### src/logic/cache_bus_pkg.sv
`default_nettype none

package cache_bus_pkg;

    localparam int WORD_BITS = 32;
    localparam int ADDR_BITS = 32;

    typedef logic [WORD_BITS-1:0] word_t;

    // fetch side, req held until addr_ok
    typedef struct packed {
        logic                 req;
        logic [ADDR_BITS-1:0] addr;
    } ibus_req_t;

    typedef struct packed {
        logic  addr_ok;
        logic  data_ok;
        word_t data;
    } ibus_resp_t;

    // memory side, one word per okay beat
    typedef struct packed {
        logic                 valid;
        logic [ADDR_BITS-1:0] addr;
    } cbus_req_t;

    typedef struct packed {
        logic  okay;
        logic  last;
        word_t rdata;
    } cbus_resp_t;

endpackage

`default_nettype wire

### src/logic/icache_pkg.sv
`default_nettype none

package icache_pkg;

    // cache geometry
    localparam int NUM_WAYS   = 4;
    localparam int NUM_SETS   = 4;
    localparam int LINE_WORDS = 4;

    // byte address split, high to low: tag, index, offset, align
    localparam int TAG_BITS    = 26;
    localparam int INDEX_BITS  = 2;
    localparam int OFFSET_BITS = 2;
    localparam int ALIGN_BITS  = 2;

    typedef logic [$clog2(NUM_WAYS)-1:0] way_t;
    typedef logic [INDEX_BITS-1:0]       index_t;
    typedef logic [OFFSET_BITS-1:0]      offset_t;
    typedef logic [TAG_BITS-1:0]         tag_t;

    typedef struct packed {
        tag_t                  tag;
        index_t                index;
        offset_t               offset;
        logic [ALIGN_BITS-1:0] align;
    } fetch_addr_t;

    // one bit per inner node of the replacement tree
    typedef logic [NUM_WAYS-2:0] plru_t;

    typedef enum logic {
        IDLE,
        REFILL
    } ctrl_state_t;

endpackage

`default_nettype wire
### src/logic/icache.sv
`default_nettype none

module icache
    import icache_pkg::*;
    import cache_bus_pkg::*;
(
    input  logic       clk,
    input  logic       resetn,
    input  ibus_req_t  ibus_req,
    output ibus_resp_t ibus_resp,
    output cbus_req_t  cbus_req,
    input  cbus_resp_t cbus_resp
);

    fetch_addr_t           req_addr;
    logic                  hit;
    way_t                  hit_way;
    way_t                  victim;
    logic                  accept;
    logic                  refill_start;
    way_t                  refill_way;
    index_t                refill_index;
    way_t                  read_way;
    logic                  addr_ok;
    logic                  data_ok;
    offset_t               write_offset;
    logic                  write_en;
    logic [LINE_WORDS-1:0] landed;
    word_t                 rdata;

    assign req_addr = ibus_req.addr;

    icache_ctrl u_ctrl (
        .clk          (clk),
        .resetn       (resetn),
        .ibus_req     (ibus_req),
        .hit          (hit),
        .hit_way      (hit_way),
        .victim       (victim),
        .landed       (landed),
        .cbus_resp    (cbus_resp),
        .accept       (accept),
        .refill_start (refill_start),
        .refill_way   (refill_way),
        .refill_index (refill_index),
        .read_way     (read_way),
        .addr_ok      (addr_ok),
        .data_ok      (data_ok),
        .cbus_req     (cbus_req)
    );

    refill_counter u_refill_counter (
        .clk          (clk),
        .resetn       (resetn),
        .refill_start (refill_start),
        .start_offset (req_addr.offset),
        .okay         (cbus_resp.okay),
        .write_offset (write_offset),
        .write_en     (write_en),
        .landed       (landed)
    );

    tag_store u_tag_store (
        .clk       (clk),
        .resetn    (resetn),
        .index     (req_addr.index),
        .tag       (req_addr.tag),
        .touch     (accept),
        .touch_way (hit_way),
        .fill      (refill_start),
        .fill_way  (refill_way),
        .hit       (hit),
        .hit_way   (hit_way),
        .victim    (victim)
    );

    data_array u_data_array (
        .clk          (clk),
        .read_way     (read_way),
        .read_index   (req_addr.index),
        .read_offset  (req_addr.offset),
        .write_en     (write_en),
        .write_way    (refill_way),
        .write_index  (refill_index),
        .write_offset (write_offset),
        .wdata        (cbus_resp.rdata),
        .rdata        (rdata)
    );

    assign ibus_resp.addr_ok = addr_ok;
    assign ibus_resp.data_ok = data_ok;
    assign ibus_resp.data    = rdata;

endmodule

`default_nettype wire

### src/logic/icache_ctrl.sv
`default_nettype none

module icache_ctrl
    import icache_pkg::*;
    import cache_bus_pkg::*;
(
    input  logic                  clk,
    input  logic                  resetn,
    input  ibus_req_t             ibus_req,
    input  logic                  hit,
    input  way_t                  hit_way,
    input  way_t                  victim,
    input  logic [LINE_WORDS-1:0] landed,
    input  cbus_resp_t            cbus_resp,
    output logic                  accept,
    output logic                  refill_start,
    output way_t                  refill_way,
    output index_t                refill_index,
    output way_t                  read_way,
    output logic                  addr_ok,
    output logic                  data_ok,
    output cbus_req_t             cbus_req
);

    ctrl_state_t state;
    ctrl_state_t state_next;
    fetch_addr_t req_addr;
    fetch_addr_t miss_addr;
    way_t        miss_way;
    logic        in_refill;
    logic        word_ready;

    assign req_addr = ibus_req.addr;

    // same line as the one being refilled
    assign in_refill = (state == REFILL) &&
        (hit_way == miss_way) && (req_addr.index == miss_addr.index);

    // early restart: word usable once its beat has been written
    assign word_ready = hit && (!in_refill || landed[req_addr.offset]);

    assign addr_ok = ibus_req.req && word_ready;
    assign accept  = addr_ok;

    // new misses only from IDLE, others wait with addr_ok low
    assign refill_start = ibus_req.req && !hit && (state == IDLE);

    // victim feeds the tag fill, captured way feeds the data writes
    assign refill_way   = (state == IDLE) ? victim : miss_way;
    assign refill_index = miss_addr.index;
    assign read_way     = hit_way;

    always_comb begin
        state_next = state;
        case (state)
            IDLE: begin
                if (refill_start) begin
                    state_next = REFILL;
                end
            end
            REFILL: begin
                if (cbus_resp.okay && cbus_resp.last) begin
                    state_next = IDLE;
                end
            end
            default: state_next = IDLE;
        endcase
    end

    always_ff @(posedge clk) begin
        if (resetn) begin
            state   <= IDLE;
            data_ok <= 1'b0;
        end else begin
            state   <= state_next;
            data_ok <= accept;
        end
    end

    // missed word address, byte bits forced to zero
    always_ff @(posedge clk) begin
        if (refill_start) begin
            miss_addr.tag    <= req_addr.tag;
            miss_addr.index  <= req_addr.index;
            miss_addr.offset <= req_addr.offset;
            miss_addr.align  <= '0;
            miss_way         <= victim;
        end
    end

    assign cbus_req.valid = (state == REFILL);
    assign cbus_req.addr  = miss_addr;

endmodule

`default_nettype wire

### src/logic/data_array.sv
`default_nettype none

module data_array
    import icache_pkg::*;
    import cache_bus_pkg::*;
(
    input  logic    clk,
    input  way_t    read_way,
    input  index_t  read_index,
    input  offset_t read_offset,
    input  logic    write_en,
    input  way_t    write_way,
    input  index_t  write_index,
    input  offset_t write_offset,
    input  word_t   wdata,
    output word_t   rdata
);

    // one word per way, set and offset
    word_t mem [NUM_WAYS * NUM_SETS * LINE_WORDS];

    always_ff @(posedge clk) begin
        if (write_en) begin
            mem[{write_way, write_index, write_offset}] <= wdata;
        end
    end

    // registered read, old word on a same-cycle collision
    always_ff @(posedge clk) begin
        rdata <= mem[{read_way, read_index, read_offset}];
    end

endmodule

`default_nettype wire

### src/logic/refill_counter.sv
`default_nettype none

module refill_counter
    import icache_pkg::*;
(
    input  logic                  clk,
    input  logic                  resetn,
    input  logic                  refill_start,
    input  offset_t               start_offset,
    input  logic                  okay,
    output offset_t               write_offset,
    output logic                  write_en,
    output logic [LINE_WORDS-1:0] landed
);

    offset_t               offset_q;
    logic [LINE_WORDS-1:0] landed_q;
    logic [LINE_WORDS-1:0] beat_mask;

    // bit of the word arriving on this beat
    always_comb begin
        beat_mask = '0;
        beat_mask[offset_q] = 1'b1;
    end

    always_ff @(posedge clk) begin
        if (resetn) begin
            offset_q <= '0;
            landed_q <= '0;
        end else if (refill_start) begin
            // critical word goes first
            offset_q <= start_offset;
            landed_q <= '0;
        end else if (okay) begin
            // wraps inside the line
            offset_q <= offset_q + 1'b1;
            landed_q <= landed_q | beat_mask;
        end
    end

    assign write_offset = offset_q;
    assign write_en     = okay;
    assign landed       = landed_q;

endmodule

`default_nettype wire

### src/logic/tag_store.sv
`default_nettype none

module tag_store
    import icache_pkg::*;
(
    input  logic   clk,
    input  logic   resetn,
    input  index_t index,
    input  tag_t   tag,
    input  logic   touch,
    input  way_t   touch_way,
    input  logic   fill,
    input  way_t   fill_way,
    output logic   hit,
    output way_t   hit_way,
    output way_t   victim
);

    tag_t                tags  [NUM_SETS][NUM_WAYS];
    logic [NUM_WAYS-1:0] valid [NUM_SETS];
    plru_t               plru  [NUM_SETS];

    logic [NUM_WAYS-1:0] match;
    way_t                touched;
    plru_t               new_bits;

    // compare against every way of the set
    for (genvar w = 0; w < NUM_WAYS; w++) begin : g_match
        assign match[w] = valid[index][w] && (tags[index][w] == tag);
    end

    always_comb begin
        hit_way = '0;
        for (int w = 0; w < NUM_WAYS; w++) begin
            if (match[w]) begin
                hit_way = way_t'(w);
            end
        end
    end

    assign hit = |match;

    // a fill and a touch never happen in the same cycle
    assign touched = fill ? fill_way : touch_way;

    plru_tree u_plru (
        .bits     (plru[index]),
        .touched  (touched),
        .victim   (victim),
        .new_bits (new_bits)
    );

    always_ff @(posedge clk) begin
        if (resetn) begin
            for (int s = 0; s < NUM_SETS; s++) begin
                valid[s] <= '0;
                plru[s]  <= '0;
            end
        end else if (fill) begin
            valid[index][fill_way] <= 1'b1;
            plru[index]            <= new_bits;
        end else if (touch) begin
            plru[index] <= new_bits;
        end
    end

    // new tag written as soon as the miss is claimed
    always_ff @(posedge clk) begin
        if (fill) begin
            tags[index][fill_way] <= tag;
        end
    end

endmodule

`default_nettype wire

### src/logic/plru_tree.sv
`default_nettype none

module plru_tree
    import icache_pkg::*;
(
    input  plru_t bits,
    input  way_t  touched,
    output way_t  victim,
    output plru_t new_bits
);

    // bit 0 picks the pair, 0 means ways 0/1
    // bit 1 splits ways 0/1, bit 2 splits ways 2/3
    always_comb begin
        if (bits[0]) begin
            victim = {1'b1, bits[2]};
        end else begin
            victim = {1'b0, bits[1]};
        end
    end

    // point every node on the path away from the touched way
    always_comb begin
        new_bits    = bits;
        new_bits[0] = ~touched[1];
        if (touched[1]) begin
            new_bits[2] = ~touched[0];
        end else begin
            new_bits[1] = ~touched[0];
        end
    end

endmodule

`default_nettype wire

### config.mk
export PLATFORM = sky130hd
export DESIGN_NAME = icache
export DESIGN_NICKNAME = d
export VERILOG_FILES = /design/src/logic/cache_bus_pkg.sv /design/src/logic/icache_pkg.sv /design/src/logic/icache.sv /design/src/logic/icache_ctrl.sv /design/src/logic/data_array.sv /design/src/logic/refill_counter.sv /design/src/logic/tag_store.sv /design/src/logic/plru_tree.sv
export SDC_FILE = /design/constraint.sdc
export NUM_CORES = 2
export LEC_CHECK = 0
export BUFFER_PORTS_ARGS = -buffer_cell sky130_fd_sc_hd__buf_2
export CORE_MARGIN = 2
export CORE_UTILIZATION = 55
export CTS_BUF_LIST = sky130_fd_sc_hd__clkbuf_8 sky130_fd_sc_hd__clkbuf_16
export DETAILED_ROUTE_END_ITERATION = 10
export GPL_ROUTABILITY_DRIVEN = 0
export MAX_ROUTING_LAYER = met4
export PLACE_DENSITY = 0.77
export SYNTH_ARGS = -nofsm -noshare
export SYNTH_HDL_FRONTEND = slang
export SYNTH_SLANG_ARGS = --single-unit
export TNS_END_PERCENT = 1
### constraint.sdc
create_clock -name clk -period 14 [get_ports clk]
set_clock_uncertainty 0.15 [all_clocks]
set_input_delay 2.8 -clock clk [delete_from_list [all_inputs] [get_ports clk]]
set_output_delay 2.8 -clock clk [all_outputs]
set_load 0.01 [all_outputs]
==> flow_results.xml <==
<?xml version="1.0" encoding="UTF-8"?>
<metrics>
  <group name="status">
    <metric name="status" unit="">finished, final reports clean</metric>
  </group>
  <group name="global_routing">
    <metric name="initial_antenna_violation_count" unit="">6</metric>
    <metric name="grt_pass1_vias" unit="">48200</metric>
    <metric name="grt.met1_usage" unit="">0.347</metric>
    <metric name="gr-usage-met3" unit="">0.0444</metric>
    <metric name="use_met2" unit="">0.441</metric>
    <metric name="grt_pass1_wl" unit="mm">341</metric>
    <metric name="gr-max-usage-layer" unit="">met2</metric>
    <metric name="groute.usage.overall" unit="">0.271</metric>
    <metric name="grt_max_degree" unit="">111</metric>
    <metric name="globalRoute.totalOverflow" unit="">0</metric>
  </group>
  <group name="synthesis">
    <metric name="synth_cell_types" unit="">78</metric>
    <metric name="synthArstFlopShare" unit="">0</metric>
    <metric name="synth_warn" unit="">0</metric>
    <metric name="synth_top_flop_cell" unit="">edfxtp_1</metric>
    <metric name="postSynthCellCount" unit="">4230</metric>
    <metric name="avg_inst_size_synth" unit="sq um">23.3</metric>
    <metric name="synth_sequential_area_ratio" unit="">0.775</metric>
    <metric name="synth_edf_count" unit="">2524</metric>
    <metric name="syn_area" unit="sq um">98800</metric>
    <metric name="yosys_register_bits" unit="">2564</metric>
  </group>
  <group name="cells_and_area">
    <metric name="mostFrequentLayoutCells" unit="">2524 x edfxtp_1, 717 x mux4_2, 241 x clkbuf_16, 127 x buf_2, 124 x buf_4</metric>
    <metric name="final_layout_size_suffix_gt1_frac" unit="">0.307</metric>
    <metric name="area_growth" unit="%">12.0</metric>
    <metric name="post_layout_nonfiller_instances" unit="">7052</metric>
    <metric name="fin_util" unit="">0.620</metric>
    <metric name="layout.nets" unit="">4564</metric>
    <metric name="layout_commonest_cell" unit="">edfxtp_1</metric>
  </group>
  <group name="power_and_ir_drop">
    <metric name="pwr_density_cell" unit="nW/um^2">142</metric>
    <metric name="post-layout-total-power" unit="uW">15700</metric>
    <metric name="vdd_drop_max" unit="mV">0.130</metric>
    <metric name="power.static_leakage" unit="uW">0.0347</metric>
  </group>
  <group name="floorplan">
    <metric name="start_util" unit="">0.554</metric>
    <metric name="row_count" unit="">155</metric>
    <metric name="core_region_area" unit="sq um">178000</metric>
    <metric name="boundaryPins" unit="">136</metric>
    <metric name="die_width" unit="microns">428</metric>
    <metric name="die_area" unit="sq um">183000</metric>
    <metric name="chipHeight" unit="microns">428</metric>
  </group>
  <group name="sta">
    <metric name="report.final.setup_viol" unit="">0</metric>
    <metric name="sum_of_negative_setup_slack" unit="ps">0</metric>
    <metric name="share_of_the_clock_period_used_by_the_worst_path_after_layout" unit="">0.743</metric>
    <metric name="achievable-frequency" unit="GHz">0.0962</metric>
    <metric name="grt_setup_unrepaired" unit="">no</metric>
    <metric name="worst-slew-pin-transition" unit="ps">1270</metric>
    <metric name="hold_viol_final" unit="">0</metric>
    <metric name="period_needed" unit="ps">10400</metric>
    <metric name="timing.final.max_slew_violations" unit="">0</metric>
    <metric name="fin_hold_ws" unit="ps">371</metric>
    <metric name="timing.max_slew.rel_slack" unit="">0.153</metric>
  </group>
  <group name="critical_path">
    <metric name="critPathCaptureType" unit="">output port</metric>
    <metric name="critPathRequiredTime" unit="ps">11050</metric>
    <metric name="worstPathBufferInverterCount" unit="">3</metric>
    <metric name="crit_path_start_kind" unit="">input pin</metric>
    <metric name="critPathMaxFanout" unit="">83</metric>
    <metric name="worst_path_largest_cell_delay" unit="ps">760</metric>
    <metric name="cp.arrival" unit="ps">7450</metric>
    <metric name="timing.critical_path.cells" unit="">buf_8 &gt; buf_4 &gt; mux4_2 &gt; xnor2_2 &gt; nand4_1 &gt; or4_1 &gt; or4_4 &gt; or3_1 &gt; o211ai_1 &gt; nor2_1 &gt; buf_2</metric>
    <metric name="critical_path_class" unit="">input pin to output port</metric>
    <metric name="crit_family" unit="">simple AND/OR/NAND/NOR gates</metric>
    <metric name="critical_path.slowest_cell" unit="">buf_4</metric>
  </group>
  <group name="clock_tree">
    <metric name="tritoncts.num_buffers" unit="">240</metric>
    <metric name="cts_resized" unit="">0</metric>
    <metric name="worst_skew_pair_later_pin_latency" unit="ps">890</metric>
    <metric name="tritoncts_clock_tree" unit="">built</metric>
    <metric name="postCtsHoldBufs" unit="">0</metric>
    <metric name="cts.reportedPaths.clkPinSlew" unit="ps">60</metric>
    <metric name="post-cts-setup-buffers" unit="">0</metric>
    <metric name="clock_sinks" unit="">2564</metric>
    <metric name="cts_htree_levels" unit="">4</metric>
    <metric name="max-clock-path-buffers" unit="">3</metric>
    <metric name="cts-root-buf" unit="">clkbuf_16</metric>
  </group>
  <group name="placement">
    <metric name="dp.final_hpwl" unit="mm">117</metric>
    <metric name="placedCellCount" unit="">6604</metric>
    <metric name="count_of_input_and_output_buffers" unit="">131</metric>
  </group>
  <group name="drt">
    <metric name="drt-initial-drc-count" unit="">6463</metric>
    <metric name="dr_total_vias" unit="">47200</metric>
    <metric name="post-route-drc-count" unit="">0</metric>
    <metric name="routed_wire_length_per_instance" unit="microns">33.8</metric>
    <metric name="route.final.wire_length" unit="mm">238</metric>
    <metric name="firstDrtPassIters" unit="">5</metric>
    <metric name="detail_route_antenna_nets" unit="">0</metric>
    <metric name="routed_via_density" unit="">6.69</metric>
  </group>
  <group name="run">
    <metric name="max_cap_viol_count" unit="">0</metric>
  </group>
  <group name="min_path">
    <metric name="hold_path_class" unit="">register to register</metric>
  </group>
</metrics>
-- cell type report --
cell class	count	area (sq um)
flip-flops and latches	2564	76600
clock inverters	190	1550
multi-input cells	1416	21700
repair buffers	256	1650
clock buffers	248	6130
fillers	11400	67800
inverters	13	56.3
diodes	10	25.0
well taps	2355	2950
-- worst paths after layout --
path / cells after the start / from / slack (ps) / end
worst max-delay path: 11 / ibus_req[4] / 3600 / ibus_resp[33]
worst min-delay path: 2 / u_refill_counter.landed[2] / 370 / u_refill_counter.landed[2]
worst max register to register: 13 / u_tag_store.tags[0][51] / 9070 / u_tag_store.tags[1][93]
worst min register to register: 2 / u_refill_counter.landed[2] / 370 / u_refill_counter.landed[2]
-- synth_stat cells, drive strengths merged (3+ instances only) --
library cell,number,area share
inv,11,0.00042
buf,66,0.0036
mux2,37,0.0042
o211ai,7,0.00053
nand2,67,0.0025
o21ai,50,0.0025
nor4b,3,0.00039
o221ai,4,0.00035
nand2b,12,0.00076
nand4,23,0.0015
and4,4,0.00038
nor3,29,0.0015
and3b,3,0.00027
a21o,6,0.00046
nor4bb,3,0.00046
ha,4,0.00051
clkbuf,172,0.0065
a21oi,15,0.00076
and2,6,0.00038
nor2b,13,0.00082
mux2i,86,0.0087
mux4,721,0.16
nor4,11,0.00070
edfxtp,2524,0.77
and3,7,0.00044
xnor2,88,0.0080
xor2,9,0.00080
a22oi,5,0.00038
or4,3,0.00027
o2111ai,7,0.00062
nor3b,5,0.00038
a31o,9,0.00080
nor2,93,0.0035
dfxtp,40,0.0081
a211oi,8,0.00061
or3,5,0.00032
o22ai,12,0.00076
nand3,16,0.00081
a222oi,4,0.00041
o21bai,4,0.00030
-- metrics by stage --
step	setup WS [ps]	instance area, sq um
after CTS	3580	111000
after floorplan	5340	98800
final	3600	111000
after detailed placement	3590	103000
after global routing	3350	111000
after global placement	3610	103000
-- worst min-delay path: cells and delay by family (launching register included) --
kind / cells / cell delay [ps]
AOI/OAI and AO/OA: 1 / 110
DFF: 1 / 320
and+or+nand+nor: 1 / 50
-- layer usage --
metal | up-vias | part of all wire | wire length (microns)
met2 | 3036 | 0.51 | 122000
met1 | 25000 | 0.36 | 84800
met3 | 567 | 0.089 | 21100
li1 | 18600 | - | -
met5 | - | 0 | 0
met4 | 0 | 0.041 | 9870
-- power breakdown --
group / internal [uW] / total [uW] / switching (uW)
clock network: 3460 / 6330 / 2870
registers: 8520 / 8550 / 26.0
logic: 318 / 836 / 518
total: 12300 / 15700 / 3410
-- kinds of logic after synthesis --
family,after synthesis,synth area share
muxes,844,0.177
DFF,2564,0.775
adders and majority gates,4,0.000507
AOI/OAI and AO/OA,154,0.0106
buffers and inverters,251,0.0106
other,1,0.0000380
xor gates and xnor gates,97,0.00883
and+or+nand+nor,315,0.0164
-- flip-flops by register name (all words and copies together) (netlist names) --
name                           cells
u_data_array.mem                2048
u_tag_store.tags                 416
u_data_array.rdata                32
u_ctrl.cbus_req                   28
u_tag_store.valid                 16
u_tag_store.plru                  12
u_refill_counter.landed            4
u_ctrl.miss_way                    2
u_ctrl.refill_index                2
u_refill_counter.write_offset      2
u_ctrl.data_ok                     1
u_ctrl.state                       1
Power figures use the tool's default switching activity.
